## config.mk

```make
export PLATFORM = sky130hd
export DESIGN_NAME = reset_init
export DESIGN_NICKNAME = d
export VERILOG_FILES = /design/src/logic/reset_init.sv
export VERILOG_INCLUDE_DIRS = /design/src /design/src/logic
export SDC_FILE = /design/constraint.sdc
export NUM_CORES = 1
export LEC_CHECK = 0
export BUFFER_PORTS_ARGS = -buffer_cell sky130_fd_sc_hd__buf_2
export CORE_AREA = 2 2 39 41
export CTS_CLUSTER_SIZE = 16
export DETAILED_ROUTE_END_ITERATION = 10
export DIE_AREA = 0 0 41 43
export SYNTH_ARGS = -nofsm -noshare
export SYNTH_HDL_FRONTEND = slang
export SYNTH_SLANG_ARGS = --single-unit
```

## constraint.sdc

```tcl
create_clock -name CLK -period 2.05 [get_ports CLK]
set_input_delay 0.5125 -clock CLK [delete_from_list [all_inputs] [get_ports CLK]]
set_output_delay 0.5125 -clock CLK [all_outputs]
set_load 0.01 [all_outputs]
```

## src/logic/mem_test_consts.svh

```systemverilog
`ifndef MEM_TEST_CONSTS_SVH
`define MEM_TEST_CONSTS_SVH

// striping across this many chips
`define NUM_S 4

// async sram geometry
`define SRAM_ADDR_WIDTH 18
`define SRAM_DATA_WIDTH 16

// test size per run, kept small for simulation
`define NUM_BURSTS 4
`define NUM_BEATS 8

// cycles of internal reset after the external one is released
`define RST_CYCLES 15

// done counter bit on LED1
`define LED_CNT_BIT 3

`endif

```

## src/logic/reset_init.sv

```systemverilog
`timescale 1ns/100ps

`include "mem_test_consts.svh"

module reset_init (
  input  logic CLK,
  input  logic rst_n,
  output logic core_rst_n
);

  localparam int CNT_W = $clog2(`RST_CYCLES + 1);
  localparam logic [CNT_W-1:0] CNT_LAST = CNT_W'(`RST_CYCLES);

  logic [CNT_W-1:0] cnt;

  // count up after release, let the core go once the count is reached
  always_ff @(posedge CLK) begin
    if (!rst_n) begin
      cnt        <= '0;
      core_rst_n <= 1'b0;
    end else if (cnt != CNT_LAST) begin
      cnt <= cnt + 1'b1;
    end else begin
      core_rst_n <= 1'b1;
    end
  end

endmodule

```

After elaboration in Yosys (flattened, before gate mapping)

Index checks and enable logic that the tools add are counted.

Register bits: 5
Input bits: 2
Output and inout port bits: 1

Add/sub/neg operators: 1
Equal/unequal tests: 1

Operators by type and width:

| operator                                                      | count |
|---|---|
| 4-bit by 1-bit adder with 4-bit output, second input constant | 1 |
| 4-bit != test, second input constant                          | 1 |

Logic depth before layout (Yosys ltp)

Word-level depth: 1
Mapped depth: 3
Gate-level depth less buffers: 3

Worst setup path before layout

OpenSTA, ideal clock, no wires.

Path type: register to register
Start: reg cnt[0]
End: reg core_rst_n
Library setup time: 0.115 ns
Data arrival time: 0.886 ns
Data required time: 1.935 ns
Path slack: 1.049 ns
Stages on the path, launching flop included: 4
Clock period less this slack: 1.001 ns
Cells stage by stage: dfxtp_1 ha_1 and3_4 o21a_1

Word-level cells in the longest chain between the ends: 1

Ends and longest elaborated chain:

| what                   | line             | text |
|---|---|---|
| start, declared        | reset_init.sv:14 | `logic [CNT_W-1:0] cnt;` |
| start signal, assigned | reset_init.sv:22 | `cnt <= cnt + 1'b1;` |
| 4-bit != test          | reset_init.sv:21 | `end else if (cnt != CNT_LAST) begin` |
| end signal, assigned   | reset_init.sv:20 | `core_rst_n <= 1'b0;` |
| end signal, assigned   | reset_init.sv:24 | `core_rst_n <= 1'b1;` |
| end, declared          | reset_init.sv:8  | `output logic core_rst_n` |

No other way between the ends.
A chain may end at the register's enable or synchronous reset.

Final worst setup path

Start: reg core_rst_n
End: out core_rst_n

No word-level cell between the ends.

==> run_summary.xml <==
<?xml version="1.0" encoding="UTF-8"?>
<metrics>
  <group name="sta">
    <metric name="maxSlewHeadroom" unit="">0.893</metric>
    <metric name="post-route-min-period" unit="ns">1.20</metric>
    <metric name="setup_tns" unit="ns">0</metric>
    <metric name="finClkSkew" unit="ns">0.00444</metric>
    <metric name="max_slew.worst_pin.slew" unit="ns">0.160</metric>
    <metric name="report.final.hold_viol_count" unit="">0</metric>
    <metric name="setup_violations" unit="">0</metric>
    <metric name="grt_setup_unrepaired" unit="">false</metric>
    <metric name="achievable-frequency" unit="MHz">834</metric>
    <metric name="period_share" unit="">0.585</metric>
    <metric name="finalMaxSlewViolations" unit="">0</metric>
  </group>
  <group name="pwr">
    <metric name="share_comb_of_total_power" unit="">0.049</metric>
    <metric name="power_per_cell_area" unit="nW/um^2">885</metric>
    <metric name="power.ir.vdd_worst" unit="mV">0.232</metric>
    <metric name="cellInternalPower" unit="uW">182</metric>
    <metric name="p_seq_frac" unit="">0.460</metric>
    <metric name="share_of_total_power_in_the_clock_network" unit="">0.491</metric>
    <metric name="total_switching_power" unit="uW">52.9</metric>
    <metric name="p_leak" unit="nW">0.109</metric>
    <metric name="total_power" unit="uW">235</metric>
    <metric name="netSwitchingFraction" unit="">0.225</metric>
  </group>
  <group name="clock_network">
    <metric name="root_cell_of_the_clock_tree" unit="">sky130_fd_sc_hd__clkbuf_4</metric>
    <metric name="cts-buffers-inserted" unit="">3</metric>
    <metric name="clkSlewWorstSetupHoldPaths" unit="ns">0.04</metric>
    <metric name="hold_buffer_count_at_cts" unit="">0</metric>
    <metric name="cts_max_path_buffers" unit="">2</metric>
    <metric name="cts_htree_levels" unit="">1</metric>
    <metric name="post_cts_buffers" unit="">0</metric>
    <metric name="post_cts_resize_count" unit="">0</metric>
    <metric name="clock-sinks" unit="">5</metric>
    <metric name="tritoncts_clock_tree" unit="">built</metric>
    <metric name="clkLatencyLatePin" unit="ns">0.24</metric>
  </group>
  <group name="placement">
    <metric name="dp_cells" unit="">38</metric>
    <metric name="detailed_place.area" unit="sq um">239</metric>
    <metric name="detailedPlacementHpwl" unit="um">234</metric>
    <metric name="gp_congestion" unit="">0.677</metric>
    <metric name="portBuffers" unit="">2</metric>
  </group>
  <group name="final_layout">
    <metric name="fin_area" unit="sq um">265</metric>
    <metric name="layout-drive-gt1-share" unit="">0.269</metric>
    <metric name="design.final.nets" unit="">30</metric>
    <metric name="most_frequent_cells_in_the_layout" unit="">sky130_fd_sc_hd__dfxtp_1 (5), sky130_fd_sc_hd__nand2_1 (3), sky130_fd_sc_hd__clkbuf_4 (3)</metric>
    <metric name="leading_cell_type_in_the_layout_fill_and_taps_excluded" unit="">sky130_fd_sc_hd__dfxtp_1</metric>
    <metric name="fin_cells" unit="">42</metric>
    <metric name="antenna_cells" unit="">0</metric>
    <metric name="syn_to_final_growth" unit="%">26.9</metric>
  </group>
  <group name="status">
    <metric name="status" unit="">finished, final reports clean</metric>
  </group>
  <group name="route">
    <metric name="viasPerCell" unit="">3.81</metric>
    <metric name="detail-route-antenna-nets" unit="">0</metric>
    <metric name="drc" unit="">0</metric>
    <metric name="detail_route.first_pass.iterations" unit="">3</metric>
    <metric name="route.vias.total" unit="">160</metric>
    <metric name="initialDrtViolationCount" unit="">1</metric>
    <metric name="total_length_of_routed_wires" unit="um">329</metric>
    <metric name="wire_per_inst" unit="um">7.83</metric>
  </group>
  <group name="setup_path">
    <metric name="slowest_stage" unit="">sky130_fd_sc_hd__dfxtp_1</metric>
    <metric name="worstSetupStartpointType" unit="">register</metric>
    <metric name="cpLargestDelayFamily" unit="">flip-flops</metric>
    <metric name="critical_path_maximum_fanout" unit="">2</metric>
    <metric name="timing.critical_path.to_type" unit="">output pin</metric>
    <metric name="worst-setup-path-type" unit="">register to output pin</metric>
    <metric name="ff2ff_path_depth" unit="">3</metric>
    <metric name="reg2reg_from" unit="">cnt[0]$_SDFFE_PN0P_</metric>
    <metric name="rr_endpoint" unit="">cnt[0]$_SDFFE_PN0P_</metric>
    <metric name="cp.arrival" unit="ns">0.69</metric>
    <metric name="critical_path.n_buffers_inverters" unit="">1</metric>
    <metric name="r2r_slack" unit="ns">0.98</metric>
    <metric name="critPathMaxStageDelay" unit="ns">0.31</metric>
    <metric name="critical_path.cell_chain" unit="">buf_2</metric>
    <metric name="cp_data_required_time" unit="ns">1.54</metric>
  </group>
  <group name="floorplan">
    <metric name="die_x" unit="um">41</metric>
    <metric name="design.portCount" unit="">3</metric>
    <metric name="die_height" unit="um">43</metric>
    <metric name="fp.dieArea" unit="sq um">1760</metric>
    <metric name="std_cell_rows" unit="">14</metric>
    <metric name="design.core.area" unit="sq um">1380</metric>
    <metric name="start_util" unit="">0.151</metric>
  </group>
  <group name="grt">
    <metric name="grt_start_max_net_pins" unit="">8</metric>
    <metric name="globalRouteTotalUtil" unit="">0.0562</metric>
    <metric name="first_global_vias" unit="">149</metric>
    <metric name="grt_remaining_overflow" unit="">0</metric>
    <metric name="global_route_wire_length_before_repair" unit="um">607</metric>
    <metric name="antenna_found_initial" unit="">0</metric>
  </group>
  <group name="job">
    <metric name="max_cap_violations" unit="">0</metric>
  </group>
  <group name="logic_synthesis">
    <metric name="post_synth_instance_area" unit="sq um">209</metric>
    <metric name="synth-warning-count" unit="">0</metric>
    <metric name="sequential_to_total_area_share_from_yosys_stat" unit="">0.479</metric>
    <metric name="ys_ff_latch" unit="">5</metric>
    <metric name="synth_cell_type_count" unit="">13</metric>
    <metric name="syn-num-nets" unit="">23</metric>
    <metric name="synth_top_area_share" unit="">0.479</metric>
    <metric name="synthTopCellsByArea" unit="">sky130_fd_sc_hd__dfxtp_1 (48%), sky130_fd_sc_hd__mux2i_1 (9.6%), sky130_fd_sc_hd__ha_1 (6.0%), sky130_fd_sc_hd__and3_4 (5.4%), sky130_fd_sc_hd__nand2_1 (5.4%)</metric>
    <metric name="syn_area_per_cell" unit="sq um">10.4</metric>
    <metric name="synth_top_cell_by_area" unit="">sky130_fd_sc_hd__dfxtp_1</metric>
    <metric name="post_synth_inst_count" unit="">20</metric>
  </group>
  <group name="min_path">
    <metric name="min_path_cells" unit="">1</metric>
    <metric name="hold_path_origin" unit="">core_rst_n$_SDFFE_PN0N_</metric>
    <metric name="hold_path.class" unit="">register to register</metric>
    <metric name="min_to" unit="">core_rst_n$_SDFFE_PN0N_</metric>
  </group>
</metrics>
## synthesized netlist by cell type (all sizes together)
library cell,n
o21ai,1
o211a,1
a31oi,1
and3,1
nand2,3
inv,1
mux2i,2
nand4,1
o21a,1
nand2b,1
ha,1
dfxtp,5
a31o,1
## cell families (layout without fill, tap and decap cells)
logic type	count (synthesis)	in the layout	synth area share
buffers and inverters	1	7	0.0179
AND/OR/NAND/NOR	6	6	0.168
adder cells (fa/ha/maj)	1	1	0.0599
AO/OA/AOI/OAI	5	5	0.180
multiplexers	2	2	0.0958
flip-flops	5	5	0.479
## area by class of cell
type | count | area (sq um)
Clock buffer | 4 | 26.3
Fill cell | 153 | 1120
Inverter | 1 | 3.75
Multi-Input combinational cell | 14 | 105
Sequential cell | 5 | 100
Tap cell | 16 | 20.0
Timing Repair Buffer | 2 | 10.0
## through the flow
step / setup slack (ns) / utilization / hold WS (ns)
floorplan: 1.05 / - / 0.460
global placement: 1.01 / 0.173 / 0.443
detailed placement: 0.979 / 0.173 / 0.448
CTS: 0.839 / 0.192 / 0.458
global route: 0.806 / 0.192 / 0.510
finish: 0.851 / 0.192 / 0.453
## sequential cells by signal (all words and copies together) (netlist names)
register	cells
core_rst_n	1
cnt	4
## layer usage
metal,global-route usage,wire length (um)
met1,0.0740,169
met2,0.0563,120
met3,0.0157,17
met4,0.0800,20
met5,0,0
## worst max-delay path by stage
stage	start	to	slack, ns	depth (start not counted)
2_1_floorplan	cnt[0]$_SDFFE_PN0P_	core_rst_n$_SDFFE_PN0N_	1.05	3
3_3_place_gp	cnt[0]$_SDFFE_PN0P_	cnt[1]$_SDFFE_PN0P_	1.01	3
3_5_place_dp	cnt[0]$_SDFFE_PN0P_	cnt[0]$_SDFFE_PN0P_	0.98	3
4_1_cts	core_rst_n$_SDFFE_PN0N_	core_rst_n	0.84	1
5_1_grt	core_rst_n$_SDFFE_PN0N_	core_rst_n	0.81	1
6_report	core_rst_n$_SDFFE_PN0N_	core_rst_n	0.85	1
## power groups by stage
stage | sequential, mW | clock (mW) | combinational [mW]
6_report | 0.108 | 0.115 | 0.0114
5_1_grt | 0.109 | 0.125 | 0.0137
4_1_cts | 0.108 | 0.120 | 0.0116
3_5_place_dp | 0.110 | 0 | 0.0116
3_3_place_gp | 0.109 | 0 | 0.0121
2_1_floorplan | 0.108 | 0 | 0.00831
No activity file was read; power rests on OpenSTA's default activity.
