File: src/logic/mem_test_consts.svh
`ifndef MEM_TEST_CONSTS_SVH
`define MEM_TEST_CONSTS_SVH

// striping across this many chips
`define NUM_S 4

// async sram geometry
`define SRAM_ADDR_WIDTH 18
`define SRAM_DATA_WIDTH 16

// test size per run, kept small for simulation
`define NUM_BURSTS 4
`define NUM_BEATS 8

// cycles of internal reset after the external one is released
`define RST_CYCLES 15

// done counter bit on LED1
`define LED_CNT_BIT 3

`endif

File: src/logic/mem_test_pkg.sv
`include "mem_test_consts.svh"

package mem_test_pkg;

  // one data word on a chip bus
  typedef logic [`SRAM_DATA_WIDTH-1:0] sram_word_t;

  // address inside a single chip
  typedef logic [`SRAM_ADDR_WIDTH-1:0] sram_addr_t;

  // linear word index, chip select bits sit at the bottom
  typedef logic [`SRAM_ADDR_WIDTH+$clog2(`NUM_S)-1:0] word_idx_t;

  // run number, mixed into the data pattern
  typedef logic [7:0] run_cnt_t;

  // tester sequencing
  typedef enum logic [2:0] {
    IDLE,
    WRITE,
    WDRAIN,
    READ,
    RDRAIN,
    DONE
  } tester_state_t;

endpackage

File: src/logic/pattern_tester.sv
`timescale 1ns/100ps

`include "mem_test_consts.svh"

module pattern_tester (
  input  logic                      CLK,
  input  logic                      rst_n,
  output logic                      req,
  output logic                      req_we,
  output mem_test_pkg::word_idx_t   req_idx,
  output mem_test_pkg::sram_word_t  req_data,
  input  logic                      stall,
  input  logic                      chip_idle,
  input  logic                      rd_valid,
  input  mem_test_pkg::sram_word_t  rd_data,
  output logic                      test_done,
  output logic                      test_pass
);

  import mem_test_pkg::*;

  localparam word_idx_t LAST_IDX = word_idx_t'(`NUM_BURSTS * `NUM_BEATS - 1);

  tester_state_t state;
  word_idx_t     issue_idx;
  word_idx_t     cmp_idx;
  run_cnt_t      run;
  logic          err;
  logic          accepted;
  logic          mismatch;
  logic          last_cmp;
  sram_word_t    expected;

  // word w of run r: low bits of w with the run number in the upper byte
  function automatic sram_word_t pattern(word_idx_t w, run_cnt_t r);
    return w[`SRAM_DATA_WIDTH-1:0] ^ (sram_word_t'(r) << 8);
  endfunction

  assign req       = (state == WRITE) || (state == READ);
  assign req_we    = (state == WRITE);
  assign req_idx   = issue_idx;
  assign req_data  = pattern(issue_idx, run);
  assign accepted  = req && !stall;
  assign test_done = (state == DONE);

  // read data comes back in order, so a running index is enough
  assign expected = pattern(cmp_idx, run);
  assign mismatch = rd_valid && (rd_data != expected);
  assign last_cmp = rd_valid && (cmp_idx == LAST_IDX);

  always_ff @(posedge CLK) begin
    if (!rst_n) begin
      state     <= IDLE;
      issue_idx <= '0;
      cmp_idx   <= '0;
      run       <= '0;
      err       <= 1'b0;
      test_pass <= 1'b1;
    end else begin
      if (rd_valid) begin
        cmp_idx <= cmp_idx + 1'b1;
      end
      err <= err || mismatch;

      case (state)
        IDLE: begin
          state <= WRITE;
        end
        // both passes walk the same index range
        WRITE, READ: begin
          if (accepted) begin
            if (issue_idx == LAST_IDX) begin
              issue_idx <= '0;
              state     <= (state == WRITE) ? WDRAIN : RDRAIN;
            end else begin
              issue_idx <= issue_idx + 1'b1;
            end
          end
        end
        // let the last writes land before reading back
        WDRAIN: begin
          if (chip_idle) begin
            state <= READ;
          end
        end
        RDRAIN: begin
          if (last_cmp) begin
            test_pass <= !(err || mismatch);
            state     <= DONE;
          end
        end
        DONE: begin
          run     <= run + 1'b1;
          err     <= 1'b0;
          cmp_idx <= '0;
          state   <= WRITE;
        end
        default: begin
          state <= IDLE;
        end
      endcase
    end
  end

  // read returns only show up while a read pass is in progress
  assert property (@(posedge CLK) disable iff (!rst_n)
    rd_valid |-> (state == READ || state == RDRAIN));

endmodule

File: config.mk
export PLATFORM = sky130hd
export DESIGN_NAME = pattern_tester
export DESIGN_NICKNAME = d
export VERILOG_FILES = /design/src/logic/mem_test_pkg.sv /design/src/logic/pattern_tester.sv
export VERILOG_INCLUDE_DIRS = /design/src /design/src/logic
export SDC_FILE = /design/constraint.sdc
export NUM_CORES = 1
export LEC_CHECK = 0
export ABC_AREA = 1
export BUFFER_PORTS_ARGS = -buffer_cell sky130_fd_sc_hd__buf_2
export CAP_MARGIN = 10
export CORE_MARGIN = 2
export CORE_UTILIZATION = 35
export CTS_CLUSTER_SIZE = 12
export DETAILED_ROUTE_END_ITERATION = 8
export REMOVE_ABC_BUFFERS = 1
export SLEW_MARGIN = 30
export SYNTH_ARGS = -nofsm -noshare
export SYNTH_HDL_FRONTEND = slang
export SYNTH_SLANG_ARGS = --single-unit
File: constraint.sdc
create_clock -name CLK -period 4.2 [get_ports CLK]
set_clock_uncertainty 0.2 [all_clocks]
set_input_delay 0.84 -clock CLK [delete_from_list [all_inputs] [get_ports CLK]]
set_output_delay 0.84 -clock CLK [all_outputs]
set_load 0.01 [all_outputs]
Word level (Yosys, flattened, before mapping)
Cells that the tools add are included.

Add/sub/neg operators: 3. $mul: 0. Divide/modulo/power cells: 0. Magnitude comparators: 0. Equal/unequal tests: 12. Shift operators: 0. Multiplexer cells: 7. Bitwise gates (word level): 3. Reduce and logical (&&, ||, !) cells: 14.

Operators by type and width (count): $add A20 B1 Y20 const B (2); $eq A20 B5 Y1 const B (2); $xor A16 B16 Y16 (2); $mux W20 (1); $ne A16 B16 Y1 (1); $mux W3 (5); $pmux W3 S4 (1); $add A8 B1 Y8 const B (1); $ne A2 B2 Y1 const B (4); $eq A3 B2 Y1 const B (2); $eq A3 B3 Y1 const B (2); $reduce_or A2 Y1 (3); $reduce_and A2 Y1 (2); $reduce_and A4 Y1 (1); $eq A3 B1 Y1 const B (1); $logic_and A1 B1 Y1 (3); $logic_not A3 Y1 (1); $logic_not A1 Y1 (2); $logic_or A1 B1 Y1 (2); $not A1 Y1 (1).

Register bits: 53. Latch bits: 0. Bits in writable memories: 0. ROM bits: 0. Input port bits: 21. Output and inout port bits: 40. Logic and storage cells: 45. Memories: 0.

Depth between registers and ports, before layout
Gate-level depths: netlist of the first run.

Word-level depth: 5. Depth in mapped cells: 12. Gate-level depth less buffers: 11.

Worst setup path before layout of the first run
OpenSTA, ideal clock, no wires.

Kind: input-to-reg. From: input rd_valid. To: register state[0]. Setup time: 0.113 ns. Data arrival time: 1.683 ns. Data required time: 3.887 ns. Path slack: 2.204 ns. Cell stages on the path: 10. Path buffers: 1. Cell sequence: buf_4 -> inv_1 -> nor2_1 -> nand3_1 -> nor2_1 -> nand3_1 -> nand2_1 -> nand3_1 -> nor2_1 -> nor2_1.

Word-level cells in the longest chain between the ends: 3.

RTL lines: from (decl) (RTL line pattern_tester.sv:14) `input logic rd_valid,`; $logic_and A1 B1 Y1 (RTL line pattern_tester.sv:49) `assign last_cmp = rd_valid && (cmp_idx == LAST_IDX);`; $ne A2 B2 Y1 (no line); $reduce_and A4 Y1 (no line); to (signal assigned) (RTL line pattern_tester.sv:74) `state <= (state == WRITE) ? WDRAIN : RDRAIN;`; to (decl) (RTL line pattern_tester.sv:24) `tester_state_t state;`.

Every way passes these cells. A chain may end at the register's enable or synchronous reset.

Worst setup path in the final report of the first run
From: register state[2]. To: output test_done.

Word-level cells in the longest chain between the ends: 1.

RTL lines: $eq A3 B3 Y1 (RTL line pattern_tester.sv:44) `assign test_done = (state == DONE);`; to (decl) (RTL line pattern_tester.sv:16) `output logic test_done,`.

Every way passes these cells.

==> results of run 1 <==
==> worst max-delay path: cells and delay by family, from the launching register on <==
kind	cells	cell delay, ns
DFF	1	0.44
and+or+nand+nor	1	0.36
buffers and inverters	2	0.25
==> cells by family after synthesis <==
kind of cell    Yosys count  share of synthesized area, %
flops                    53                         30.99
compound gates           56                         8.809
xor+xnor                 21                         5.373
fa+ha+maj                 3                         1.097
buf+inv                  98                         12.28
simple gates            319                         41.45
==> cell usage after synthesis, types with 2 or more instances <==
| master | number |
|---|---|
| sky130_fd_sc_hd__nand2_1 | 150 |
| sky130_fd_sc_hd__inv_1 | 73 |
| sky130_fd_sc_hd__nor2_1 | 66 |
| sky130_fd_sc_hd__dfxtp_1 | 53 |
| sky130_fd_sc_hd__nand3_1 | 40 |
| sky130_fd_sc_hd__a21oi_1 | 31 |
| sky130_fd_sc_hd__nor3_1 | 20 |
| sky130_fd_sc_hd__nand4_1 | 19 |
| sky130_fd_sc_hd__xor2_1 | 18 |
| sky130_fd_sc_hd__o21ai_0 | 17 |
| sky130_fd_sc_hd__buf_4 | 9 |
| sky130_fd_sc_hd__buf_2 | 7 |
| sky130_fd_sc_hd__nand3b_1 | 5 |
| sky130_fd_sc_hd__ha_1 | 3 |
| sky130_fd_sc_hd__inv_2 | 3 |
| sky130_fd_sc_hd__nand2_2 | 3 |
| sky130_fd_sc_hd__nor2_2 | 3 |
| sky130_fd_sc_hd__nor4_1 | 3 |
| sky130_fd_sc_hd__o21ai_1 | 3 |
| sky130_fd_sc_hd__xnor2_1 | 3 |
| sky130_fd_sc_hd__a31oi_1 | 2 |
| sky130_fd_sc_hd__clkbuf_1 | 2 |
| sky130_fd_sc_hd__clkbuf_2 | 2 |
| sky130_fd_sc_hd__nor3_2 | 2 |
| sky130_fd_sc_hd__nor3b_1 | 2 |
==> metal layers <==
metal	routed length [µm]	vias up
met3	461	13
met2	4364	106
met4	135	0
met1	4030	1609
li1	-	1836
met5	0	-
==> how the worst min path moves through the flow <==
stage / startpoint / to / slack [ns] / depth (start not counted)
floorplan: err / err / 0.24 / 2
finish: err / err / 0.27 / 2
detailed placement: err / err / 0.26 / 2
global route: err / err / 0.32 / 2
global placement: err / err / 0.25 / 2
CTS: err / err / 0.28 / 2
==> final cells by class <==
cell class	count	area, µm²	area share, %
Inverter	77	289.0	7.524
Multi-Input combinational cell	399	1942	50.55
Clock buffer	6	72.57	1.889
Timing Repair Buffer	60	300.3	7.818
Tap cell	133	166.4	4.332
Sequential cell	53	1061	27.62
Clock inverter	2	10.01	0.2606
==> per-stage QoR <==
step	power [mW]	setup slack [ns]	util, %	std cells
6_report	1.057	1.801	39.85	730
3_3_place_gp	0.7742	1.924	38.99	722
2_1_floorplan	0.7094	2.323	-	529
4_1_cts	1.066	1.759	39.85	730
3_5_place_dp	0.7791	1.872	38.99	722
5_1_grt	1.124	1.655	39.85	730
==> state kept, by name (all words and copies together), names as in the netlist <==
register   cells
cmp_idx       20
state          3
err            1
run            8
test_pass      1
req_idx       20
==> power by group through the flow <==
| stage | logic, mW | registers (mW) | clock network, mW |
|---|---|---|---|
| after global placement | 0.221 | 0.553 | 0 |
| after CTS | 0.226 | 0.542 | 0.298 |
| after floorplan | 0.154 | 0.555 | 0 |
| after global routing | 0.259 | 0.546 | 0.319 |
| after detailed placement | 0.226 | 0.553 | 0 |
| final | 0.225 | 0.542 | 0.289 |
==> parameters.txt, run 1 <==
Parameter                              Value

Finish
  Fraction of final layout cells sized beyond drive strength 1    13.90%
  Number of nets in the layout    620
  Commonest non-fill, non-tap cell in the layout    sky130_fd_sc_hd__nand2_1
  Total inserted antenna cells    0
  Most frequent cells in the layout    sky130_fd_sc_hd__nand2_1 (150), sky130_fd_sc_hd__inv_1 (73), sky130_fd_sc_hd__nor2_1 (66)
  Final design area excluding fillers    3841 µm²
  Synth-to-layout area growth    12.21%
  Fill cell count    1044

Pwr
  Proportion of power drawn by the clock network    27.4%
  Power density normalized to cell area    275.1 nW/µm²
  Part of the total power dissipated in sequential elements    51.3%
  Logic gate share of total power    21.3%
  Maximum VDD drop    0.0002094 V
  LEAKAGE    1.696 nW
  Internal power consumption    0.7154 mW
  Net switching share of the total power    32.29%
  Net switching power figure    0.3412 mW

Route
  DRC marker count from the first detailed-route iteration    127
  Post-DRT Antenna Nets    0
  Final routed wirelength across all metal layers    8.992 mm
  Number of design rule violations left after detail routing    0
  Wirelength per Cell    12.32 µm
  Vias per Instance    4.882
  Vias after detailed routing    3564
  Detailed Routing Iterations Pass 1    4

Global routing
  Tot GR Track Use    17.92%
  Global-route wire length before repair    15.17 mm
  Global-route met3 utilization    2.983%
  Met1 layer usage reported by global route    21.75%
  Number of global-route vias before repair    3337
  Overflow after GRT    0
  Met2 track utilization from global routing    32.42%
  Pin count of the biggest net entering global routing    18
  Most utilized layer in the global route result    met2
  Antenna violations before repair    0

CTS
  Clock tree buffer depth    2
  Insertion delay to the later sink of the worst-skew pair    0.31 ns
  Number of gates given a new drive strength after cts    0
  Buffers inserted by post-CTS timing repair    0
  Number of CTS-inserted buffers    5
  Clock transition at the register clock pins on the worst setup and hold paths after CTS    0.10 ns
  Number of sinks on the clock net    53
  Total number of H-tree levels    2
  Quantity of hold-fixing buffers added after cts    0
  CTS Root Buffer Type    sky130_fd_sc_hd__clkbuf_8
  TritonCTS clock tree    done

Run status
  Run status    finished, final reports clean

Timing
  Post-route minimum period    2.399 ns
  Number of max-slew violations in the final report    0
  Minimum hold slack    0.2695 ns
  Slew at the pin with the worst max-slew slack    0.6411 ns
  Total Neg Setup Slack    0 ns
  Total of endpoints with negative setup slack in the final report    0
  Unrepaired setup endpoints after global routing    false
  Number of hold violations in the final report    0
  Fmax    416.9 MHz
  Worst max-slew margin expressed relative to the limit    56.97%
  Final period util    57.11%

Synthesis
  Count of different cell masters after synthesis    36
  Flip-flop cell with the highest count after synthesis    sky130_fd_sc_hd__dfxtp_1
  Count of synthesis-stage warnings from yosys    0
  Gate Count Post-Synth    550
  Number of enable flip-flop cells after synthesis    0
  Avg Cell Area, Syn    6.224 µm²
  Area contributors post-synth    sky130_fd_sc_hd__dfxtp_1 (31%), sky130_fd_sc_hd__nand2_1 (16%), sky130_fd_sc_hd__inv_1 (8.0%)
  Share of the synthesized area in the top cell type    30.99%
  Seq cells post-synth    53
  Library cell occupying the most area in the post-synthesis netlist    sky130_fd_sc_hd__dfxtp_1
  Cell area after synthesis    3423 µm²
  Fraction of the yosys area taken by sequential cells    30.99%
  Share of synthesized registers carrying an async set or reset    0%

Place
  Placed Area    3759 µm²
  Number of I/O port buffers    60
  Routability-driven placement congestion ratio    0.9442
  Post-DP HPWL    6.900 mm

Critical path
  Worst setup EP type    output pin
  Origin of the worst setup path    state[2]
  Critical Path, Cell by Cell    nand3_1 -> inv_1 -> buf_2
  Data required time of the critical path    3.16 ns
  Worst Setup EP    test_done
  Path depth of the worst reg2reg path    6
  Worst R2R Start    req_idx[0]
  Data arrival time of the critical path    1.36 ns
  Master of the slowest instance on the critical path    sky130_fd_sc_hd__dfxtp_1
  Type of the setup path with the least slack    reg2out
  Peak fanout along the critical path    11
  R2R Setup Slk    2.01 ns
  Biggest cell delay along the critical path    0.44 ns
  CP Launch Type    flip-flop
  RR Endpoint    req_idx[13]

Hold path
  Path class of the lowest-slack min-delay path    reg2reg

Floorplanning
  Std-Cell Core Area    9639 µm²
  Floorplan die width    102.9 µm
  Die Ht    102.9 µm
  Standard-cell rows    36
  Die area    10590 µm²
  Initial Utilization    35.51%
  I/O pin cnt    61

Run
  Number of maximum-capacitance constraint violations    0
No activity file was read; power rests on OpenSTA's default activity.
==> run 2: changes to the inputs <==
==> constraint.sdc (replaced) <==
create_clock -name CLK -period 2 [get_ports CLK]
set_clock_uncertainty 0.2 [all_clocks]
set_input_delay 0.4 -clock CLK [delete_from_list [all_inputs] [get_ports CLK]]
set_output_delay 0.4 -clock CLK [all_outputs]
set_load 0.01 [all_outputs]
==> parameters.txt, run 2 (synthesis gave the netlist of run 1 again) <==
Parameter                              Value

Timing
  Unrepaired setup endpoints after global routing    false
  Number of hold violations in the final report    0
  Total of endpoints with negative setup slack in the final report    0
  Post-route minimum period    1.885 ns
  Fmax    530.4 MHz
  Slew at the pin with the worst max-slew slack    0.4378 ns
  Total Neg Setup Slack    0 ns
  Worst max-slew margin expressed relative to the limit    70.55%
  Final period util    94.27%
  Number of max-slew violations in the final report    0

Route
  Post-DRT Antenna Nets    0
  DRC marker count from the first detailed-route iteration    116
  Wirelength per Cell    12.35 µm
  Vias after detailed routing    3607
  Final routed wirelength across all metal layers    9.167 mm
  Vias per Instance    4.861
  Number of design rule violations left after detail routing    0
  Detailed Routing Iterations Pass 1    4

Finish
  Synth-to-layout area growth    16.59%
  Fill cell count    1049
  Final design area excluding fillers    3991 µm²
  Most frequent cells in the layout    sky130_fd_sc_hd__nand2_1 (150), sky130_fd_sc_hd__inv_1 (73), sky130_fd_sc_hd__nor2_1 (66)
  Commonest non-fill, non-tap cell in the layout    sky130_fd_sc_hd__nand2_1
  Multi-input gate area    1947 µm²
  Register area    1062 µm²
  Total inserted antenna cells    0
  Number of nets in the layout    632
  Fraction of final layout cells sized beyond drive strength 1    16.26%

Global routing
  Antenna violations before repair    0
  Overflow after GRT    0
  Number of global-route vias before repair    3215
  Tot GR Track Use    17.52%
  Global-route wire length before repair    14.88 mm
  Pin count of the biggest net entering global routing    18

Floorplanning
  Std-Cell Core Area    9639 µm²
  Initial Utilization    35.51%
  Floorplan die width    102.9 µm
  Standard-cell rows    36
  Die Ht    102.9 µm
  I/O pin cnt    61
  Die area    10590 µm²

Pwr
  LEAKAGE    1.775 nW
  Power density normalized to cell area    629.8 nW/µm²
  Maximum VDD drop    0.0003057 V

Critical path
  Peak fanout along the critical path    6
  Path depth of the worst reg2reg path    7
  CP Launch Type    flip-flop
  Biggest cell delay along the critical path    0.46 ns
  Data arrival time of the critical path    1.29 ns
  Critical Path, Cell by Cell    nand3_1 -> inv_1 -> buf_2
  Master of the slowest instance on the critical path    sky130_fd_sc_hd__dfxtp_1
  Type of the setup path with the least slack    reg2out
  Data required time of the critical path    1.40 ns
  Worst setup EP type    output pin

CTS
  Quantity of hold-fixing buffers added after cts    0
  Insertion delay to the later sink of the worst-skew pair    0.31 ns
  Number of CTS-inserted buffers    5
  Clock tree buffer depth    2
  Number of sinks on the clock net    53
  Clock transition at the register clock pins on the worst setup and hold paths after CTS    0.10 ns
  Total number of H-tree levels    2
  CTS Root Buffer Type    sky130_fd_sc_hd__clkbuf_8
  TritonCTS clock tree    done

Hold path
  Path class of the lowest-slack min-delay path    in2reg
  Worst hold path cell count    3

Place
  Post-DP HPWL    7.168 mm
  Routability-driven placement congestion ratio    0.9140
  Number of I/O port buffers    60
  Placed Area    3849 µm²

Run
  Number of maximum-capacitance constraint violations    0

Run status
  Run status    finished, final reports clean
==> run 2: final cells by class <==
| type | count | area share (%) |
|---|---|---|
| tap | 133 | 4.169 |
| sequential | 53 | 26.61 |
| timing repair buffer | 72 | 9.781 |
| inverter | 77 | 7.304 |
| clock inverter | 3 | 1.630 |
| clock buffer | 5 | 1.724 |
| multi-input combinational | 399 | 48.78 |
==> run 2: power breakdown <==
group | switching (mW) | total (mW) | internal, mW | leakage [nW]
Combinational | 0.325 | 0.506 | 0.182 | 1.28
Sequential | 0.0419 | 1.13 | 1.09 | 0.429
Clock | 0.375 | 0.873 | 0.498 | 0.0681
Total | 0.742 | 2.51 | 1.77 | 1.78
==> run 2: worst paths after layout <==
path                            startpoint          end  slack, ns
worst min-delay path                 rst_n     state[1]       0.19
worst min register to register         err          err       0.26
worst max register to register  req_idx[1]  req_idx[14]       0.17
worst max-delay path              state[2]    test_done       0.11
==> run 2: what timing repair did <==
item                       CTS  global route
setup endpoints to repair    0             3
resized for setup            0             4
setup buffers                0             0
==> run 2: per-layer routing <==
layer	vias to the layer above	routed length [µm]	GRT usage, %
met5	-	0	0
met4	0	159	4.352
met3	17	474	3.932
met2	103	4439	31.67
met1	1624	4094	20.99
li1	1863	-	-
==> run 2: worst max-delay path, delay by kind of cell (launching register included) <==
| kind | cells | cell delay, ns |
|---|---|---|
| buffers and inverters | 2 | 0.24 |
| flip-flops | 1 | 0.46 |
| AND/OR/NAND/NOR | 1 | 0.28 |
==> run 2: through the flow <==
| stage | utilization [%] | power [mW] | hold WS, ns | std cells | setup slack (ns) |
|---|---|---|---|---|---|
| 3_3_place_gp | 39.93 | 1.648 | 0.2522 | 734 | 0.1896 |
| 2_1_floorplan | - | 1.490 | 0.2363 | 529 | 0.1226 |
| 5_1_grt | 41.41 | 2.644 | 0.1923 | 742 | 0.01002 |
| 4_1_cts | 41.32 | 2.528 | 0.1838 | 742 | 0.09685 |
| 6_report | 41.41 | 2.514 | 0.1925 | 742 | 0.1145 |
| 3_5_place_dp | 39.93 | 1.661 | 0.2541 | 734 | 0.1399 |
