<file path="config.mk">
export PLATFORM = sky130hd
export DESIGN_NAME = stripe_router
export DESIGN_NICKNAME = d
export VERILOG_FILES = /design/src/logic/mem_test_pkg.sv /design/src/logic/stripe_router.sv
export VERILOG_INCLUDE_DIRS = /design/src /design/src/logic
export SDC_FILE = /design/constraint.sdc
export NUM_CORES = 1
export LEC_CHECK = 0
export BUFFER_PORTS_ARGS = -buffer_cell sky130_fd_sc_hd__buf_2
export CORE_AREA = 2 2 105 107
export DETAILED_ROUTE_END_ITERATION = 10
export DIE_AREA = 0 0 107 109
export SLEW_MARGIN = 10
export SYNTH_ARGS = -nofsm -noshare
export SYNTH_HDL_FRONTEND = slang
export SYNTH_SLANG_ARGS = --single-unit
export TNS_END_PERCENT = 100
</file>
<file path="constraint.sdc">
create_clock -name vclk -period 1.7
set_input_delay 0.17 -clock vclk [all_inputs]
set_output_delay 0.17 -clock vclk [all_outputs]
set_load 0.1 [all_outputs]
</file>
<file path="src/logic/mem_test_consts.svh">
`ifndef MEM_TEST_CONSTS_SVH
`define MEM_TEST_CONSTS_SVH

// striping across this many chips
`define NUM_S 4

// async sram geometry
`define SRAM_ADDR_WIDTH 18
`define SRAM_DATA_WIDTH 16

// test size per run, kept small for simulation
`define NUM_BURSTS 4
`define NUM_BEATS 8

// cycles of internal reset after the external one is released
`define RST_CYCLES 15

// done counter bit on LED1
`define LED_CNT_BIT 3

`endif

</file>
<file path="src/logic/mem_test_pkg.sv">
`include "mem_test_consts.svh"

package mem_test_pkg;

  // one data word on a chip bus
  typedef logic [`SRAM_DATA_WIDTH-1:0] sram_word_t;

  // address inside a single chip
  typedef logic [`SRAM_ADDR_WIDTH-1:0] sram_addr_t;

  // linear word index, chip select bits sit at the bottom
  typedef logic [`SRAM_ADDR_WIDTH+$clog2(`NUM_S)-1:0] word_idx_t;

  // run number, mixed into the data pattern
  typedef logic [7:0] run_cnt_t;

  // tester sequencing
  typedef enum logic [2:0] {
    IDLE,
    WRITE,
    WDRAIN,
    READ,
    RDRAIN,
    DONE
  } tester_state_t;

endpackage

</file>
<file path="src/logic/stripe_router.sv">
`timescale 1ns/100ps

`include "mem_test_consts.svh"

module stripe_router (
  input  logic                      CLK,
  input  logic                      rst_n,
  input  logic                      req,
  input  logic                      req_we,
  input  mem_test_pkg::word_idx_t   req_idx,
  input  mem_test_pkg::sram_word_t  req_data,
  output logic                      stall,
  output logic                      rd_valid,
  output mem_test_pkg::sram_word_t  rd_data,
  output logic [`NUM_S-1:0]         chip_op,
  output logic [`NUM_S-1:0]         chip_we,
  output mem_test_pkg::sram_addr_t  chip_addr [`NUM_S],
  output mem_test_pkg::sram_word_t  chip_wdata [`NUM_S],
  input  logic [`NUM_S-1:0]         chip_busy,
  input  logic [`NUM_S-1:0]         chip_rd_valid,
  input  mem_test_pkg::sram_word_t  chip_rd_data [`NUM_S]
);

  import mem_test_pkg::*;

  localparam int SEL_W = $clog2(`NUM_S);

  logic [SEL_W-1:0] sel;
  sram_addr_t       addr;

  // chip is idx mod NUM_S, chip address is idx div NUM_S
  assign sel   = req_idx[SEL_W-1:0];
  assign addr  = req_idx[SEL_W +: `SRAM_ADDR_WIDTH];
  assign stall = chip_busy[sel];

  // fan out, only the target chip gets the strobe
  always_comb begin
    for (int i = 0; i < `NUM_S; i++) begin
      chip_op[i]    = req && (sel == SEL_W'(i)) && !chip_busy[i];
      chip_we[i]    = req_we;
      chip_addr[i]  = addr;
      chip_wdata[i] = req_data;
    end
  end

  // fixed latency per chip keeps returns in issue order
  always_comb begin
    rd_valid = 1'b0;
    rd_data  = '0;
    for (int i = 0; i < `NUM_S; i++) begin
      rd_valid = rd_valid | chip_rd_valid[i];
      rd_data  = rd_data | ({`SRAM_DATA_WIDTH{chip_rd_valid[i]}} & chip_rd_data[i]);
    end
  end

  // one issue per cycle means returns never collide
  assert property (@(posedge CLK) disable iff (!rst_n)
    $onehot0(chip_rd_valid));

endmodule

</file>
# Yosys cells after proc, flatten, opt, wreduce, memory -nomap -nowiden
# Index checks and enable logic that the tools add are counted.
classes:
  magnitude_cmp: 1
  eq_ne: 3
  n_mux: 2
  n_bitwise: 10
  n_reduce_logical: 13
op_table:
  columns: ["operator", "count"]
  rows:
  - ["bitwise AND 16 bit", 4]
  - ["bitwise OR 16 bit", 3]
  - ["logical AND 1 bit", 8]
  - ["equality test 2 bit, second input constant", 2]
  - ["zero test 1 bit", 4]
  - ["less-than comparator 2 x 3 -> 1 bit, second input constant", 1]
  - ["bitwise OR 1 bit", 3]
  - ["binary-select mux 1 bit (select 2 bit)", 1]
  - ["equality test 2 x 1 -> 1 bit, second input constant", 1]
  - ["zero test 2 bit", 1]
  - ["two-way mux 1 bit", 1]
word_totals:
  ff_bits: 0
  input_bits: 112
  out_inout_bits: 162
  wordCells: 29

# Logic depth before layout (Yosys ltp)
# Gate-level depths: netlist (run 1).
logic_depth:
  ltp_word: 4
  ltp_mapped: 4
  ltp_nobuf: 2

# Worst setup path before layout (run 1)
# No wires, ideal clock.
synth_path:
  kind: "input to output"
  from: "in chip_busy[0]"
  to: "out chip_op[0]"
  t_arrival_ns: 3.321
  required_ns: 1.530
  slack_ns: -1.791
  stages: 1
  n_path_buf: 0
  cell_sequence: "nor4b_1"
synth_via:
  elab_chain_cells: 2
synth_rtl:
  columns: ["item", "line", "rtl"]
  rows:
  - ["start, declared", "stripe_router.sv:19", "input logic [`NUM_S-1:0] chip_busy,"]
  - ["zero test 1 bit", "stripe_router.sv:39", "chip_op[i] = req && (sel == SEL_W'(i)) && !chip_busy[i];"]
  - ["logical AND 1 bit", "stripe_router.sv:39", null]
  - ["end, declared", "stripe_router.sv:15", "output logic [`NUM_S-1:0] chip_op,"]
# Every way passes these cells.

# Worst setup path after layout (run 1)
layout_path:
  from: "in chip_rd_valid[0]"
  to: "out rd_valid"
layout_via:
  elab_chain_cells: 3
layout_rtl:
  columns: ["item", "line", "rtl"]
  rows:
  - ["start, declared", "stripe_router.sv:20", "input logic [`NUM_S-1:0] chip_rd_valid,"]
  - ["bitwise OR 1 bit (3 in series)", "stripe_router.sv:51", "rd_valid = rd_valid | chip_rd_valid[i];"]
  - ["end, declared", "stripe_router.sv:13", "output logic rd_valid,"]
# Every way passes these cells.

==> summary.txt, run 1 <==
Critical path
  • Slowest stage delay, CP: 560 ps
  • Critical path depth in cells: 3
  • Setup CP Type: input port to primary output
  • Max Fanout on Critical Path: 17
  • CP cell instances: buf_2 -> or4_4 -> buf_2
  • CP required: 1530 ps
  • CP endpoint kind: primary output
  • CP bufs+invs: 2
  • Delay-heaviest family, CP: simple AND/OR/NAND/NOR gates
  • Crit-path slowest cell: or4_4
  • Most frequent CP cell: buf_2
  • CP arrival: 1280 ps
  • Critical Path Source Type: input port

Routing
  • Final WL: 4714 µm
  • Vias/cell: 3.562
  • Initial DRC count: 63
  • DRT antenna net count: 0
  • DR WL/cell: 16.14 µm
  • DRT Pass-1 Iters: 4
  • Total number of vias: 1,040
  • DRC: 0

Placement
  • GPL Wtd Cong: 0.5884
  • Placed Cells: 292
  • Worst slack, placed: 243.0 ps
  • PortBufs: 97
  • Instance area at placement: 1151 µm²

Layout
  • Nets@finish: 266
  • Register Area: 0 µm²
  • Seq_cells: 0
  • Synth-to-layout area growth: -21.50%
  • Layout cells sized above 1: 67.76%
  • Cell Count, Final, Fillers Out: 292
  • Clock buffers: 0
  • Ant diodes: 0
  • Final Core Density: 10.86%
  • Fin area: 1151 µm²

Yosys
  • Sequential share of the synthesized area: 0%
  • Syn Std Cell Area: 1466 µm²
  • Mapped Cells: 203
  • Synthesized net count: 315
  • Library cells used by synthesis: 11
  • Synth warn: 0
  • Syn_area_per_cell: 7.224 µm²

Floorplan
  • Starting Density: 13.83%
  • Die area: 11,660 µm²
  • Cell Rows: 38
  • Core area: 10,600 µm²
  • Chip width: 107 µm
  • Die H: 109 µm
  • Number of primary I/O pins: 274

Global routing
  • Initial antenna violation count: 0
  • Gr usage total: 6.799%
  • Vias in the first global route: 981
  • Largest net degree at the start of global routing: 18
  • Total gr overflow: 0
  • First-pass GRT wire length: 5844 µm

STA
  • Crit path time final: 1449 ps
  • Endpoints failing setup: 0
  • Unrepaired setup endpoints after global routing: no
  • Final period util: 85.26%
  • Measured slew at the worst slew-check pin: 493.5 ps
  • Post-route setup slack: 250.6 ps
  • Maximum clock frequency: 690.0 MHz
  • Final Hold Viols: 0
  • Pins Over Slew Limit: 0
  • Worst hold-check slack: 340.2 ps
  • Slew HR: 67.33%

Pwr
  • Worst VDD drop: 151.9 µV
  • Cell Pwr Density: 502.2 nW/µm²
  • Leak pwr: 0.0005703 µW

Min path
  • Worst Hold Path Cells: 0
  • Hold Path Class: input port to primary output

Status
  • Status: finished clean

Clocking
  • # Post-CTS Setup Buffers: 0
  • Hold_buf cts: 0
  • Cts repair resizes: 0

Flow run
  • Max-cap violations: 0
[final cells by class]
type / instances / area [µm²]
Timing Repair Buffer: 97 / 575.6
Tap cell: 140 / 175.2
Fill cell: 1233 / 9452
Multi-Input combinational cell: 55 / 400.4
[power breakdown]
group | leakage (µW) | total [µW] | internal [µW] | switching, µW
Combinational | 0.000570 | 578 | 167 | 411
Clock | 0 | 0 | 0 | 0
Sequential | 0 | 0 | 0 | 0
Total | 0.000570 | 578 | 167 | 411
[metrics by stage]
step	setup TNS (ps)	power, µW
floorplan	-394.3	1935
global placement	0	574.6
detailed placement	0	582.2
CTS	0	582.9
global route	0	603.4
finish	0	578.1
[path summary, 6_finish.rpt]
kind                              from             end  slack (ps)
worst max-delay path  chip_rd_valid[0]        rd_valid         250
worst min-delay path      req_data[13]  chip_wdata[13]         340
[layer usage]
layer	routed length (µm)	global-route usage, %	vias up
met4	5	0.09276	0
met5	0	0	-
met3	692	2.570	3
met1	1283	4.895	436
met2	2732	16.42	167
li1	-	-	434
[logic make-up (layout without fill, tap and decap cells)]
family	after synthesis	after routing	synth area share [%]
AO/OA/AOI/OAI	32	32	16.38
buffers and inverters	148	97	74.83
AND/OR/NAND/NOR	22	22	7.252
multiplexers	1	1	1.536
[cell usage after synthesis]
cell / number / share of area (%)
nor3_1: 1 / 0.34
or4_4: 1 / 0.77
nor3b_1: 1 / 0.51
nor4b_1: 1 / 0.60
nand2_1: 17 / 4.4
buf_6: 1 / 0.77
buf_2: 7 / 2.4
nor4bb_1: 1 / 0.68
mux4_2: 1 / 1.5
buf_4: 140 / 72
a22oi_1: 32 / 16
[cells in the final DEF, fill, tap and decap left out, drive strengths merged]
master	netlist	routed
buf	148	97
a22oi	32	32
nand2	17	17
nor4bb	1	1
nor3	1	1
nor3b	1	1
mux4	1	1
or4	1	1
nor4b	1	1
Power figures use the tool's default switching activity.
==> run 2: changes to the inputs <==
--- a/config.mk
+++ b/config.mk
@@ -7,9 +7,11 @@
 export NUM_CORES = 1
 export LEC_CHECK = 0
 export BUFFER_PORTS_ARGS = -buffer_cell sky130_fd_sc_hd__buf_2
+export CAP_MARGIN = 10
 export CORE_AREA = 2 2 105 107
 export DETAILED_ROUTE_END_ITERATION = 10
 export DIE_AREA = 0 0 107 109
+export PLACE_DENSITY_LB_ADDON = 0.12
 export SLEW_MARGIN = 10
 export SYNTH_ARGS = -nofsm -noshare
 export SYNTH_HDL_FRONTEND = slang
==> summary.txt, run 2 (same netlist as run 1, synthesis figures left out) <==
Status
  • Status: finished clean (unchanged)

Critical path
  • Most frequent CP cell: buf_2 (unchanged)
  • Max Fanout on Critical Path: 4 (was 17)
  • Setup CP Type: input port to primary output (unchanged)
  • Critical Path Source: req_idx[1] (was chip_rd_valid[0])
  • CP arrival: 1160 ps (was 1280 ps)
  • Critical Path Source Type: input port (unchanged)
  • Slowest stage delay, CP: 520 ps (was 560 ps)
  • CP endpoint kind: primary output (unchanged)
  • CP bufs+invs: 2 (unchanged)
  • Delay-heaviest family, CP: multiplexers (was simple AND/OR/NAND/NOR gates)
  • Crit-path slowest cell: mux4_2 (was or4_4)
  • CP required: 1530 ps (about the same)
  • CP cell instances: buf_2 -> mux4_2 -> buf_2 (was buf_2 -> or4_4 -> buf_2)

Flow run
  • Max-cap violations: 0 (unchanged)

Layout
  • Cell Count, Final, Fillers Out: 296 (was 292)
  • Most common cell after layout, fill and taps aside: buf_2 (unchanged)
  • Layout fillers: 1,240 (was 1,233)
  • Nets@finish: 270 (was 266)
  • Synth-to-layout area growth: -9.215% (was -21.50%)
  • Ant diodes: 0 (unchanged)
  • Fin area: 1331 µm² (was 1151 µm²)
  • Seq_cells: 0 (unchanged)
  • Layout cells sized above 1: 68.59% (was 67.76%)
  • Area occupied by multi-input gates: 400.4 µm² (unchanged)
  • Register Area: 0 µm² (unchanged)
  • Most frequent cells in the layout: 81 x buf_2, 32 x a22oi_1, 17 x nand2_1 (was 91 x buf_2, 32 x a22oi_1, 17 x nand2_1)
  • Clock buffers: 0 (unchanged)

Global routing
  • Largest net degree at the start of global routing: 17 (was 18)
  • Vias in the first global route: 1,043 (was 981)
  • First-pass GRT wire length: 5492 µm (was 5844 µm)
  • Gr usage total: 6.022% (was 6.799%)
  • Initial antenna violation count: 0 (unchanged)
  • Total gr overflow: 0 (unchanged)

STA
  • Post-route setup slack: 368.5 ps (was 250.6 ps)
  • Final Hold Viols: 0 (unchanged)
  • Crit path time final: 1331 ps (was 1449 ps)
  • Maximum clock frequency: 751.1 MHz (was 690.0 MHz)
  • Setup TNS: 0 ps (unchanged)
  • Final period util: 78.32% (was 85.26%)
  • Unrepaired setup endpoints after global routing: no (unchanged)
  • Slew HR: 67.23% (was 67.33%)
  • Pins Over Slew Limit: 0 (unchanged)
  • Endpoints failing setup: 0 (unchanged)
  • Measured slew at the worst slew-check pin: 494.9 ps (was 493.5 ps)

Min path
  • Hold_sp: req_idx[15] (was req_data[13])
  • Min-Delay Endpoint: chip_addr[31] (was chip_wdata[13])
  • Worst Hold Path Cells: 0 (unchanged)
  • Hold Path Class: input port to primary output (unchanged)

Floorplan
  • Cell Rows: 38 (unchanged)
  • Starting Density: 13.83% (unchanged)
  • Core area: 10,600 µm² (unchanged)
  • Die area: 11,660 µm² (unchanged)
  • Number of primary I/O pins: 274 (unchanged)
  • Chip width: 107 µm (unchanged)
  • Die H: 109 µm (unchanged)

Routing
  • DRT antenna net count: 0 (unchanged)
  • DR WL/cell: 13.22 µm (was 16.14 µm)
  • Final WL: 3912 µm (was 4714 µm)
  • Total number of vias: 980 (was 1,040)
  • Initial DRC count: 33 (was 63)
  • DRC: 0 (unchanged)
  • Vias/cell: 3.311 (was 3.562)
  • DRT Pass-1 Iters: 4 (unchanged)

Pwr
  • Leak pwr: 0.0006549 µW (was 0.0005703 µW)
  • Worst VDD drop: 110.4 µV (was 151.9 µV)
  • Cell Pwr Density: 494.2 nW/µm² (was 502.2 nW/µm²)
  • Total power: 657.9 µW (was 578.1 µW)

Clocking
  • # Post-CTS Setup Buffers: 0 (unchanged)
  • Hold_buf cts: 0 (unchanged)
  • Cts repair resizes: 0 (unchanged)

Placement
  • Post-DP HPWL: 3119 µm
  • Instance area at placement: 1331 µm² (was 1151 µm²)
  • Placed Cells: 296 (was 292)
  • Worst slack, placed: 364.0 ps (was 243.0 ps)
  • GPL Wtd Cong: 0.6051 (was 0.5884)
  • PortBufs: 97 (unchanged)
-- run 2: power breakdown --
part,internal (µW),switching (µW)
clock,0,0
sequential,0,0
combinational,239,419
total,239,419
-- run 2: layout make-up --
cell class,instances,area share (%)
Tap cell,140,13.16
Multi-Input combinational cell,55,30.08
Timing Repair Buffer,101,56.77
-- run 2: per-stage QoR --
stage | hold WS [ps] | utilization [%]
after floorplan | 454.0 | -
after global routing | 340.4 | 12.56
after detailed placement | 341.6 | 12.56
after global placement | 341.6 | 12.56
final | 340.0 | 12.56
after CTS | 341.6 | 12.56
-- run 2: how the worst max path moves through the flow --
stage / to / slack [ps] / cells past startpoint
floorplan: chip_op[0] / -390 / 1
global placement: stall / 370 / 3
detailed placement: stall / 360 / 3
CTS: stall / 370 / 3
global route: stall / 340 / 3
finish: stall / 370 / 3
-- run 2: routing by layer --
metal  track usage [%]  vias to the layer above  part of all wire, %  wire length, µm
met5                 0                        -                    0                0
met4             3.432                        0                  5.2              204
met3             1.315                       26                   11              439
met2             12.06                       71                   52             2031
met1             5.575                      440                   32             1238
li1                  -                      443                    -                -
==> run 3: changes to the inputs <==
--- a/config.mk
+++ b/config.mk
@@ -8,9 +8,9 @@
 export LEC_CHECK = 0
 export BUFFER_PORTS_ARGS = -buffer_cell sky130_fd_sc_hd__buf_2
 export CAP_MARGIN = 10
-export CORE_AREA = 2 2 105 107
+export CORE_AREA = 2 2 106 108
 export DETAILED_ROUTE_END_ITERATION = 10
-export DIE_AREA = 0 0 107 109
+export DIE_AREA = 0 0 108 110
 export PLACE_DENSITY_LB_ADDON = 0.12
 export SLEW_MARGIN = 10
 export SYNTH_ARGS = -nofsm -noshare
==> constraint.sdc (replaced) <==
create_clock -name vclk -period 1.25
set_input_delay 0.125 -clock vclk [all_inputs]
set_output_delay 0.125 -clock vclk [all_outputs]
set_load 0.1 [all_outputs]
==> summary.txt, run 3 (same netlist as run 1, synthesis figures left out) <==
STA
  • Maximum clock frequency: 840.0 MHz
  • Crit path time final: 1190 ps
  • Unrepaired setup endpoints after global routing: no (unchanged)
  • Worst hold-check slack: 250.1 ps (was 340.0 ps)
  • Post-route setup slack: 59.57 ps (was 368.5 ps)
  • Pins Over Slew Limit: 0 (unchanged)
  • Final Hold Viols: 0 (unchanged)
  • Final period util: 95.23%
  • Endpoints failing setup: 0 (unchanged)
  • Slew HR: 67.89% (was 67.23%)
  • Measured slew at the worst slew-check pin: 485.0 ps (was 494.9 ps)

Layout
  • Most common cell after layout, fill and taps aside: buf_2 (unchanged)
  • Layout cells sized above 1: 75.80% (was 68.59%)
  • Synth-to-layout area growth: -1.280% (was -9.215%)
  • Ant diodes: 0 (unchanged)
  • Seq_cells: 0 (unchanged)
  • Nets@finish: 271 (was 270)
  • Most frequent cells in the layout: 77 x buf_2, 32 x a22oi_1, 20 x buf_12 (was 81 x buf_2, 32 x a22oi_1, 17 x nand2_1)
  • Clock buffers: 0 (unchanged)
  • Register Area: 0 µm² (unchanged)

Critical path
  • Worst setup endpoint: rd_valid (was stall)
  • Critical Path Source: chip_rd_valid[0] (was req_idx[1])
  • Max Fanout on Critical Path: 2 (was 4)
  • Setup CP Type: input port to primary output (unchanged)
  • CP endpoint kind: primary output (unchanged)
  • CP required: 1120 ps (was 1530 ps)
  • CP arrival: 1070 ps (was 1160 ps)
  • Critical Path Source Type: input port (unchanged)

Floorplan
  • Core area: 10,700 µm² (was 10,600 µm²)
  • Chip width: 108 µm (was 107 µm)
  • Starting Density: 13.71% (was 13.83%)
  • Number of primary I/O pins: 274 (unchanged)
  • Die area: 11,880 µm² (was 11,660 µm²)
  • Die H: 110 µm (was 109 µm)
  • Cell Rows: 38 (unchanged)

Min path
  • Hold Path Class: input port to primary output (unchanged)

Clocking
  • Cts repair resizes: 0 (unchanged)
  • # Post-CTS Setup Buffers: 0 (unchanged)
  • Hold_buf cts: 0 (unchanged)

Global routing
  • Total gr overflow: 0 (unchanged)
  • Gr usage total: 5.345% (was 6.022%)
  • Largest net degree at the start of global routing: 17 (unchanged)
  • First-pass GRT wire length: 5099 µm (was 5492 µm)
  • Vias in the first global route: 1,004 (was 1,043)
  • Initial antenna violation count: 0 (unchanged)

Routing
  • Final WL: 3934 µm (was 3912 µm)
  • DRT antenna net count: 0 (unchanged)
  • DR WL/cell: 13.25 µm (was 13.22 µm)
  • Total number of vias: 1,000 (was 980)
  • DRC: 0 (unchanged)
  • Initial DRC count: 39 (was 33)
  • Vias/cell: 3.367 (was 3.311)
  • DRT Pass-1 Iters: 3 (was 4)

Placement
  • GPL Wtd Cong: 0.6581 (was 0.6051)
  • Post-DP HPWL: 3392 µm (was 3119 µm)
  • PortBufs: 97 (unchanged)
  • Worst slack, placed: 61.68 ps (was 364.0 ps)

Status
  • Status: finished clean (unchanged)

Pwr
  • Leak pwr: 0.0006858 µW (was 0.0006549 µW)
  • Worst VDD drop: 223.4 µV (was 110.4 µV)
  • Cell Pwr Density: 639.7 nW/µm² (was 494.2 nW/µm²)

Flow run
  • Max-cap violations: 0 (unchanged)
[run 3: layout make-up]
class | count | area [µm²]
fill | 1239 | 9250
multi-input combinational | 55 | 449.2
tap | 140 | 175.2
timing repair buffer | 102 | 823.3
[run 3: how the worst min path moves through the flow]
stage            startpoint        endpoint  slack, ps  depth (start not counted)
6_report        req_idx[17]   chip_addr[15]        250                          0
5_1_grt        req_data[11]  chip_wdata[59]        250                          0
4_1_cts         req_data[7]  chip_wdata[39]        250                          0
3_5_place_dp    req_data[7]  chip_wdata[39]        250                          0
3_3_place_gp    req_data[7]  chip_wdata[39]        250                          0
2_1_floorplan  chip_busy[2]      chip_op[2]        360                          1
[run 3: report_power, final]
group	internal [µW]	switching, µW
registers	0	0
logic	347	579
clock network	0	0
total	347	579
[run 3: stage by stage]
stage / area, µm² / TNS, ps / util (%) / total power [µW] / std cells
after floorplan: 1546 / -201.2 / - / 2652 / 203
after global placement: 1448 / 0 / 13.53 / 940.8 / 297
after detailed placement: 1448 / 0 / 13.53 / 933.1 / 297
after CTS: 1448 / 0 / 13.53 / 935.2 / 297
after global routing: 1448 / 0 / 13.53 / 965.5 / 297
final: 1448 / 0 / 13.53 / 926.1 / 297
[run 3: routing by layer]
| layer | vias up | wire length [µm] | global-route usage [%] |
|---|---|---|---|
| met1 | 421 | 1273 | 5.319 |
| met3 | 46 | 596 | 1.646 |
| met2 | 88 | 1761 | 9.164 |
| met5 | - | 0 | 0 |
| li1 | 445 | - | - |
| met4 | 0 | 302 | 4.487 |
[run 3: critical path, cell delays in order]
cell and delay, ps:
buf_2 120, or4_4 510, buf_2 300
